### config.mk
export PLATFORM = sky130hd
export DESIGN_NAME = d2d_adapter_top
export DESIGN_NICKNAME = d
export VERILOG_FILES = /design/src/d2d_pkg.sv /design/src/d2d_adapter_top.sv /design/src/d2d_flit_framer.sv /design/src/d2d_link_monitor.sv /design/src/d2d_phy_tx.sv /design/src/d2d_retry_buffer.sv
export VERILOG_INCLUDE_DIRS = /design/src /design/src/src
export SDC_FILE = /design/constraint.sdc
export NUM_CORES = 1
export LEC_CHECK = 0
export BUFFER_PORTS_ARGS = -buffer_cell sky130_fd_sc_hd__buf_4
export CAP_MARGIN = 20
export CORE_ASPECT_RATIO = 0.6
export CORE_MARGIN = 2
export CORE_UTILIZATION = 56
export DETAILED_ROUTE_END_ITERATION = 7
export PLACE_DENSITY = 0.79
export SYNTH_ARGS = -nofsm -noshare
export SYNTH_HDL_FRONTEND = slang
export SYNTH_SLANG_ARGS = --single-unit
### constraint.sdc
create_clock -name clk -period 10.7 [get_ports clk]
set_input_delay 3.21 -clock clk [delete_from_list [all_inputs] [get_ports clk]]
set_output_delay 3.21 -clock clk [all_outputs]
set_load 0.05 [all_outputs]
### src/d2d_params.svh
`ifndef D2D_PARAMS_SVH
`define D2D_PARAMS_SVH

// ==========================================================================
// Datapath widths
// ==========================================================================

// Protocol flit payload
`define D2D_FLIT_W 32
// Protocol id carried alongside each flit
`define D2D_PROTO_W 4
// Frame sequence number, wraps
`define D2D_SEQ_W 8
`define D2D_CRC_W 32

// ==========================================================================
// Link layer constants
// ==========================================================================

// CRC-32, normal form
`define D2D_CRC_POLY 32'h04C11DB7
// Power of two, no more than 2**D2D_SEQ_W
`define D2D_RETRY_DEPTH 16
`define D2D_STAT_W 16

`endif

### src/d2d_pkg.sv
`include "d2d_params.svh"

package d2d_pkg;

    // ======================================================================
    // Payload and frame types
    // ======================================================================

    typedef logic [`D2D_FLIT_W-1:0]  flit_data_t;
    typedef logic [`D2D_PROTO_W-1:0] proto_id_t;
    typedef logic [`D2D_SEQ_W-1:0]   seq_num_t;
    typedef logic [`D2D_CRC_W-1:0]   crc_t;

    // MSB first: seq, proto id, data, crc
    typedef logic [`D2D_SEQ_W+`D2D_PROTO_W+`D2D_FLIT_W+`D2D_CRC_W-1:0] phy_frame_t;

    // ======================================================================
    // Status and debug types
    // ======================================================================

    // Saturating counter
    typedef logic [`D2D_STAT_W-1:0] stat_count_t;
    typedef logic [31:0]            debug_word_t;

    // Link states, codes visible on the debug readout
    typedef enum logic [1:0] {
        link_reset    = 2'd0,
        link_training = 2'd1,
        link_active   = 2'd2
    } link_state_t;

endpackage

### src/d2d_adapter_top.sv
`timescale 1ns/1ps
`include "d2d_params.svh"

module d2d_adapter_top
    import d2d_pkg::*;
(
    input  logic        clk,
    input  logic        rst_n,

    // Protocol layer
    input  flit_data_t  protocol_tx_flit,
    input  proto_id_t   protocol_tx_proto,
    input  logic        protocol_tx_valid,
    output logic        protocol_tx_ready,

    // Phy layer
    output phy_frame_t  phy_tx_flit,
    output logic        phy_tx_valid,
    input  logic        phy_tx_ready,

    // Far side retry and ack pulses
    input  logic        retry_request,
    input  logic        ack_valid,
    input  seq_num_t    ack_seq,

    // Link status and debug
    input  logic        link_trained,
    input  logic        training_complete,
    output logic        link_up,
    input  logic [1:0]  debug_select,
    output debug_word_t debug_status
);

    phy_frame_t  frame;
    logic        frame_valid;
    logic        frame_ready;
    phy_frame_t  head_frame;
    logic        head_valid;
    logic        head_take;
    stat_count_t tx_count;
    stat_count_t retry_count;

    // ======================================================================
    // Transmit path
    // ======================================================================

    d2d_flit_framer u_framer (
        .clk               (clk),
        .rst_n             (rst_n),
        .protocol_tx_flit  (protocol_tx_flit),
        .protocol_tx_proto (protocol_tx_proto),
        .protocol_tx_valid (protocol_tx_valid),
        .link_up           (link_up),
        .protocol_tx_ready (protocol_tx_ready),
        .frame             (frame),
        .frame_valid       (frame_valid),
        .frame_ready       (frame_ready)
    );

    d2d_retry_buffer u_retry_buffer (
        .clk           (clk),
        .rst_n         (rst_n),
        .frame         (frame),
        .frame_valid   (frame_valid),
        .frame_ready   (frame_ready),
        .head_frame    (head_frame),
        .head_valid    (head_valid),
        .head_take     (head_take),
        .retry_request (retry_request),
        .ack_valid     (ack_valid),
        .ack_seq       (ack_seq)
    );

    d2d_phy_tx u_phy_tx (
        .clk           (clk),
        .rst_n         (rst_n),
        .head_frame    (head_frame),
        .head_valid    (head_valid),
        .head_take     (head_take),
        .retry_request (retry_request),
        .phy_tx_flit   (phy_tx_flit),
        .phy_tx_valid  (phy_tx_valid),
        .phy_tx_ready  (phy_tx_ready),
        .tx_count      (tx_count),
        .retry_count   (retry_count)
    );

    // ======================================================================
    // Link control and status
    // ======================================================================

    d2d_link_monitor u_link_monitor (
        .clk               (clk),
        .rst_n             (rst_n),
        .link_trained      (link_trained),
        .training_complete (training_complete),
        .link_up           (link_up),
        .tx_count          (tx_count),
        .retry_count       (retry_count),
        .debug_select      (debug_select),
        .debug_status      (debug_status)
    );

endmodule

### src/d2d_flit_framer.sv
`timescale 1ns/1ps
`include "d2d_params.svh"

module d2d_flit_framer
    import d2d_pkg::*;
(
    input  logic       clk,
    input  logic       rst_n,
    input  flit_data_t protocol_tx_flit,
    input  proto_id_t  protocol_tx_proto,
    input  logic       protocol_tx_valid,
    input  logic       link_up,
    output logic       protocol_tx_ready,
    output phy_frame_t frame,
    output logic       frame_valid,
    input  logic       frame_ready
);

    seq_num_t next_seq;
    logic     accept;

    // CRC over {proto, data}, MSB first, seed all ones, no reflection
    function automatic crc_t crc_calc(input proto_id_t proto, input flit_data_t data);
        logic [`D2D_PROTO_W+`D2D_FLIT_W-1:0] msg;
        crc_t                                crc;
        logic                                fb;
        msg = {proto, data};
        crc = '1;
        for (int i = `D2D_PROTO_W + `D2D_FLIT_W - 1; i >= 0; i--) begin
            fb  = crc[`D2D_CRC_W-1] ^ msg[i];
            crc = {crc[`D2D_CRC_W-2:0], 1'b0};
            if (fb) begin
                crc = crc ^ `D2D_CRC_POLY;
            end
        end
        return crc;
    endfunction

    // Slot free, or emptied by the buffer this cycle
    assign protocol_tx_ready = link_up && (!frame_valid || frame_ready);
    assign accept            = protocol_tx_valid && protocol_tx_ready;

    // ======================================================================
    // Output slot control and sequence counter
    // ======================================================================

    always_ff @(posedge clk or negedge rst_n) begin
        if (!rst_n) begin
            frame_valid <= 1'b0;
            next_seq    <= '0;
        end else begin
            if (accept) begin
                frame_valid <= 1'b1;
                next_seq    <= next_seq + 1'b1;
            end else if (frame_ready) begin
                frame_valid <= 1'b0;
            end
        end
    end

    // Frame payload
    always_ff @(posedge clk) begin
        if (accept) begin
            frame <= {next_seq, protocol_tx_proto, protocol_tx_flit,
                      crc_calc(protocol_tx_proto, protocol_tx_flit)};
        end
    end

endmodule

### src/d2d_link_monitor.sv
`timescale 1ns/1ps
`include "d2d_params.svh"

module d2d_link_monitor
    import d2d_pkg::*;
(
    input  logic        clk,
    input  logic        rst_n,
    input  logic        link_trained,
    input  logic        training_complete,
    output logic        link_up,
    input  stat_count_t tx_count,
    input  stat_count_t retry_count,
    input  logic [1:0]  debug_select,
    output debug_word_t debug_status
);

    link_state_t state;
    link_state_t state_nxt;
    stat_count_t uptime;

    // ======================================================================
    // Link state machine
    // ======================================================================

    always_comb begin
        state_nxt = state;
        if (!link_trained) begin
            state_nxt = link_reset;
        end else begin
            case (state)
                link_reset:    state_nxt = link_training;
                link_training: if (training_complete) state_nxt = link_active;
                link_active:   state_nxt = link_active;
                default:       state_nxt = link_reset;
            endcase
        end
    end

    always_ff @(posedge clk or negedge rst_n) begin
        if (!rst_n) begin
            state   <= link_reset;
            link_up <= 1'b0;
        end else begin
            state   <= state_nxt;
            link_up <= (state_nxt == link_active);
        end
    end

    // Uptime in active only, held at max
    always_ff @(posedge clk or negedge rst_n) begin
        if (!rst_n) begin
            uptime <= '0;
        end else if (state != link_active) begin
            uptime <= '0;
        end else if (uptime != '1) begin
            uptime <= uptime + 1'b1;
        end
    end

    // ======================================================================
    // Debug readout
    // ======================================================================

    always_comb begin
        case (debug_select)
            2'd0:    debug_status = {16'(state), 16'(uptime)};
            2'd1:    debug_status = debug_word_t'(tx_count);
            2'd2:    debug_status = debug_word_t'(retry_count);
            default: debug_status = '0;
        endcase
    end

endmodule

### src/d2d_phy_tx.sv
`timescale 1ns/1ps
`include "d2d_params.svh"

module d2d_phy_tx
    import d2d_pkg::*;
(
    input  logic        clk,
    input  logic        rst_n,
    input  phy_frame_t  head_frame,
    input  logic        head_valid,
    output logic        head_take,
    input  logic        retry_request,
    output phy_frame_t  phy_tx_flit,
    output logic        phy_tx_valid,
    input  logic        phy_tx_ready,
    output stat_count_t tx_count,
    output stat_count_t retry_count
);

    logic sent;

    assign sent = phy_tx_valid && phy_tx_ready;

    // Refill when empty or draining, never in the retry cycle
    assign head_take = head_valid && (!phy_tx_valid || phy_tx_ready) && !retry_request;

    // ======================================================================
    // Output register
    // ======================================================================

    always_ff @(posedge clk or negedge rst_n) begin
        if (!rst_n) begin
            phy_tx_valid <= 1'b0;
        end else if (retry_request) begin
            // Flush so replay begins at the oldest frame
            phy_tx_valid <= 1'b0;
        end else if (head_take) begin
            phy_tx_valid <= 1'b1;
        end else if (phy_tx_ready) begin
            phy_tx_valid <= 1'b0;
        end
    end

    always_ff @(posedge clk) begin
        if (head_take) begin
            phy_tx_flit <= head_frame;
        end
    end

    // ======================================================================
    // Statistics
    // ======================================================================

    always_ff @(posedge clk or negedge rst_n) begin
        if (!rst_n) begin
            tx_count    <= '0;
            retry_count <= '0;
        end else begin
            if (sent && (tx_count != '1)) begin
                tx_count <= tx_count + 1'b1;
            end
            if (retry_request && (retry_count != '1)) begin
                retry_count <= retry_count + 1'b1;
            end
        end
    end

endmodule

### src/d2d_retry_buffer.sv
`timescale 1ns/1ps
`include "d2d_params.svh"

module d2d_retry_buffer
    import d2d_pkg::*;
(
    input  logic       clk,
    input  logic       rst_n,
    input  phy_frame_t frame,
    input  logic       frame_valid,
    output logic       frame_ready,
    output phy_frame_t head_frame,
    output logic       head_valid,
    input  logic       head_take,
    input  logic       retry_request,
    input  logic       ack_valid,
    input  seq_num_t   ack_seq
);

    localparam int IDX_W   = $clog2(`D2D_RETRY_DEPTH);
    localparam int PTR_W   = IDX_W + 1;
    localparam int SEQ_MSB = $bits(phy_frame_t) - 1;

    phy_frame_t       mem [`D2D_RETRY_DEPTH];
    logic [PTR_W-1:0] wr_ptr;
    logic [PTR_W-1:0] send_ptr;
    logic [PTR_W-1:0] ack_ptr;
    logic [PTR_W-1:0] ack_ptr_nxt;
    logic [PTR_W-1:0] send_ptr_nxt;
    logic [PTR_W-1:0] stored_cnt;
    logic [PTR_W-1:0] send_dist;
    logic [PTR_W-1:0] ack_dist;
    seq_num_t         oldest_seq;
    seq_num_t         ack_ofs;

    // Unacknowledged frames held, full at depth
    assign stored_cnt  = wr_ptr - ack_ptr;
    assign frame_ready = (stored_cnt != PTR_W'(`D2D_RETRY_DEPTH));

    assign head_valid = (send_ptr != wr_ptr);
    assign head_frame = mem[send_ptr[IDX_W-1:0]];

    assign oldest_seq = mem[ack_ptr[IDX_W-1:0]][SEQ_MSB -: `D2D_SEQ_W];
    assign ack_ofs    = ack_seq - oldest_seq;

    // ======================================================================
    // Pointer update
    // ======================================================================

    always_comb begin
        ack_ptr_nxt = ack_ptr;
        // Offset past the oldest entry tells how far the ack reaches
        if (ack_valid && (ack_ofs < seq_num_t'(stored_cnt))) begin
            ack_ptr_nxt = ack_ptr + PTR_W'(ack_ofs) + 1'b1;
        end

        send_ptr_nxt = send_ptr;
        if (head_take) begin
            send_ptr_nxt = send_ptr + 1'b1;
        end

        send_dist = send_ptr_nxt - ack_ptr;
        ack_dist  = ack_ptr_nxt - ack_ptr;

        if (retry_request) begin
            send_ptr_nxt = ack_ptr_nxt;
        end else if (send_dist < ack_dist) begin
            // Ack overtook a rewound send pointer
            send_ptr_nxt = ack_ptr_nxt;
        end
    end

    always_ff @(posedge clk or negedge rst_n) begin
        if (!rst_n) begin
            wr_ptr   <= '0;
            send_ptr <= '0;
            ack_ptr  <= '0;
        end else begin
            if (frame_valid && frame_ready) begin
                wr_ptr <= wr_ptr + 1'b1;
            end
            send_ptr <= send_ptr_nxt;
            ack_ptr  <= ack_ptr_nxt;
        end
    end

    // Frame storage
    always_ff @(posedge clk) begin
        if (frame_valid && frame_ready) begin
            mem[wr_ptr[IDX_W-1:0]] <= frame;
        end
    end

endmodule
==> impl_metrics.py <==
metrics = {
    "sta": {
        "slew_headroom_pct": 22.1,
        "finalSetupViolCount": 0,
        "period_share_pct": 73.6,
        "worstMarginPinSlew_ps": 1170,
        "fin_skew_ps": 29.7,
        "setup_slack_ps": 2830,
        "rsz0062_at_grt": "no",
        "whs_ps": 478,
        "fmaxAchievable_mhz": 127,
        "drv_slew": 0,
        "finalSetupTns_ps": 0,
        "hold_violations": 0,
        "period_minus_slack_ps": 7870,
    },
    "drt": {
        "ant_nets": 0,
        "wl_per_cell_um": 28.6,
        "totalWireLength_mm": 142,
        "viasPerCell": 6.37,
        "drtIter0Drc": 4099,
        "dr_total_vias": 31700,
        "drc": 0,
        "dr.pass1.iters": 5,
    },
    "synthesis": {
        "syn_area_sq_um": 59800,
        "synthTopCellsByArea": "edfxtp_1 (69%), mux4_2 (7.2%), mux2i_1 (4.2%)",
        "yosysSeqAreaShare_pct": 71.9,
        "synth_top_area_share_pct": 68.8,
        "synthesis.instances": 3277,
        "synth-seq-cells": 1444,
        "syn_avg_cell_area_sq_um": 18.2,
        "synth_edf_count": 1368,
        "ys_warn_count": 0,
        "ys_types": 51,
        "synthFlopType": "edfxtp_1",
        "synth_common_cells": "edfxtp_1 (1368), mux2i_1 (253), xnor2_1 (220)",
        "yosys.area.top_type": "edfxtp_1",
        "synth.most_common_cell": "edfxtp_1",
        "synthArstFlopShare_pct": 5.26,
    },
    "global_routing": {
        "gr-total-overflow": 0,
        "grt_usage_pct": 26.3,
        "grt_pass1_vias": 31500,
        "grt_pass1_wl_mm": 210,
        "grt_max_degree": 140,
        "antenna_found_initial": 7,
    },
    "worst_setup_path": {
        "crit_top_cell": "buf_4",
        "crit_family": "simple AND/OR/NAND/NOR gates",
        "cp.required_ps": 7490,
        "cp-end-kind": "output pin",
        "worstReg2RegStart": "u_retry_buffer.ack_ptr[1]$_DFF_PN0_",
        "critPathLaunchType": "input pin",
        "critPathSlowestCell": "nor2b_1",
        "cp_max_fo": 19,
        "critical_path_arrival_ps": 4660,
        "cpPeakStageDelay_ps": 730,
        "worst-setup-path-type": "input pin to output pin",
        "cp-startpoint": "debug_select[0]",
        "worstPathCellList": "buf_4 > nor2b_1 > nand2_1 > o21ai_0 > buf_4",
        "path_buf_inv": 2,
    },
    "die": {
        "die_area_sq_um": 109000,
        "fp-row-count": 92,
        "core-area_sq_um": 105000,
        "start_util_pct": 56.7,
        "ios": 165,
        "die_w_um": 426,
        "die_h_um": 257,
    },
    "clocking": {
        "htreeDepth": 4,
        "cts_tree": "built",
        "cts_buffers": 131,
        "cts_buffer_depth": 3,
        "clock_sinks": 1444,
        "post_cts_resized": 0,
        "clk_root_buffer_cell": "clkbuf_16",
        "cts-hold-fix-buffers": 0,
        "cts_setup_buffers": 0,
        "cts.clk_slew.worst_paths_ps": 70,
        "clock_latency_ps": 770,
    },
    "placement": {
        "dp_worst_setup_slack_ps": 2480,
        "port_buffers": 150,
        "finalWeightedCongestion": 0.900,
        "dpl.hpwl_mm": 78.1,
        "post-place-cells": 4736,
    },
    "power_and_ir_drop": {
        "ir_worst_vdd_mv": 0.626,
        "p_per_area_nw_per_um2": 329,
        "p_leak_nw": 23.2,
        "power.total_mw": 22.0,
    },
    "finish": {
        "drive_above_1_share_pct": 20.1,
        "final_cells": 4975,
        "nets": 3561,
        "fillers": 7130,
        "syn_to_final_growth_pct": 12.0,
    },
    "run": {
        "cap_violations": 0,
    },
    "min_path": {
        "worstHoldPathType": "flip-flop to flip-flop",
        "hold_start": "u_framer.next_seq[7]$_DFFE_PN0P_",
    },
    "run_status": {
        "status": "completed",
    },
}
-- metal layers --
metal	GRT usage, %	part of all wire, %
met5	0	0.027
met1	40.0	42
met3	5.05	10
met2	39.0	45
met4	7.73	2.4
-- report_power, final --
group          total [mW]  switching (mW)  internal (mW)  leakage, nW
clock                4.71            2.07           2.64         2.08
combinational        9.36            5.46           3.90         7.79
sequential           7.91           0.577           7.34         13.3
total                22.0            8.11           13.9         23.2
-- kinds of logic after synthesis --
logic type / share of synthesized area (%)
buffers and inverters: 1.39
other: 0.00628
XOR/XNOR: 6.08
flip-flops: 71.9
adder cells (fa/ha/maj): 1.03
AO/OA/AOI/OAI: 4.61
AND/OR/NAND/NOR: 1.99
multiplexers: 13.0
-- stage by stage --
| step | cell area, sq um | util (%) |
|---|---|---|
| after CTS | 66800 | 63.4 |
| final | 66900 | 63.4 |
| after global routing | 66900 | 63.4 |
| after global placement | 62600 | 59.3 |
| after floorplan | 59800 | - |
| after detailed placement | 62600 | 59.3 |
-- flip-flops by register name (all words and copies together) (netlist names) --
name                     count
u_retry_buffer.wr_ptr        5
u_retry_buffer.send_ptr      5
u_link_monitor.link_up       1
u_retry_buffer.ack_ptr       5
u_phy_tx.tx_count           16
u_link_monitor.state         2
u_phy_tx.phy_tx_flit        76
u_phy_tx.phy_tx_valid        1
u_link_monitor.uptime       16
u_phy_tx.retry_count        16
u_retry_buffer.mem        1216
u_framer.frame              76
u_framer.frame_valid         1
u_framer.next_seq            8
-- layout make-up --
class / count / area, sq um / share of cell area, %
sequential: 1444 / 43000 / 64.3
clock inverter: 71 / 713 / 1.07
timing repair buffer: 208 / 1610 / 2.41
tap: 1410 / 1760 / 2.64
antenna: 2 / 5.00 / 0.00748
clock buffer: 164 / 3550 / 5.31
multi-input combinational: 1643 / 16100 / 24.1
inverter: 33 / 126 / 0.189
-- final timing paths --
kind	endpoint	slack [ps]	depth (start not counted)
max	debug_status[3]	2830	5
min	u_framer.next_seq[7]$_DFFE_PN0P_	480	1
max reg2reg	u_retry_buffer.send_ptr[2]$_DFF_PN0_	3550	24
min reg2reg	u_framer.next_seq[7]$_DFFE_PN0P_	480	1
max in group asynchronous	u_retry_buffer.send_ptr[2]$_DFF_PN0_	7810	2
min in group asynchronous	u_phy_tx.retry_count[6]$_DFFE_PN0P_	2290	1
-- cell usage in the layout, fill, tap and decap left out, drive strengths merged, types with 14 or more instances in the layout --
cell,netlist,routed
edfxtp,1368,1368
mux2i,253,253
xnor2,231,231
buf,60,208
mux4,191,191
o21ai,176,176
clkbuf,110,164
nand2,136,136
a21oi,91,91
xor2,91,91
mux2,81,81
a221oi,76,76
a22oi,76,76
dfrtp,76,76
clkinv,0,46
inv,33,42
nor2,42,42
ha,41,41
nand3,24,24
xnor3,24,24
conb,1,14
Power figures use the tool's default switching activity.
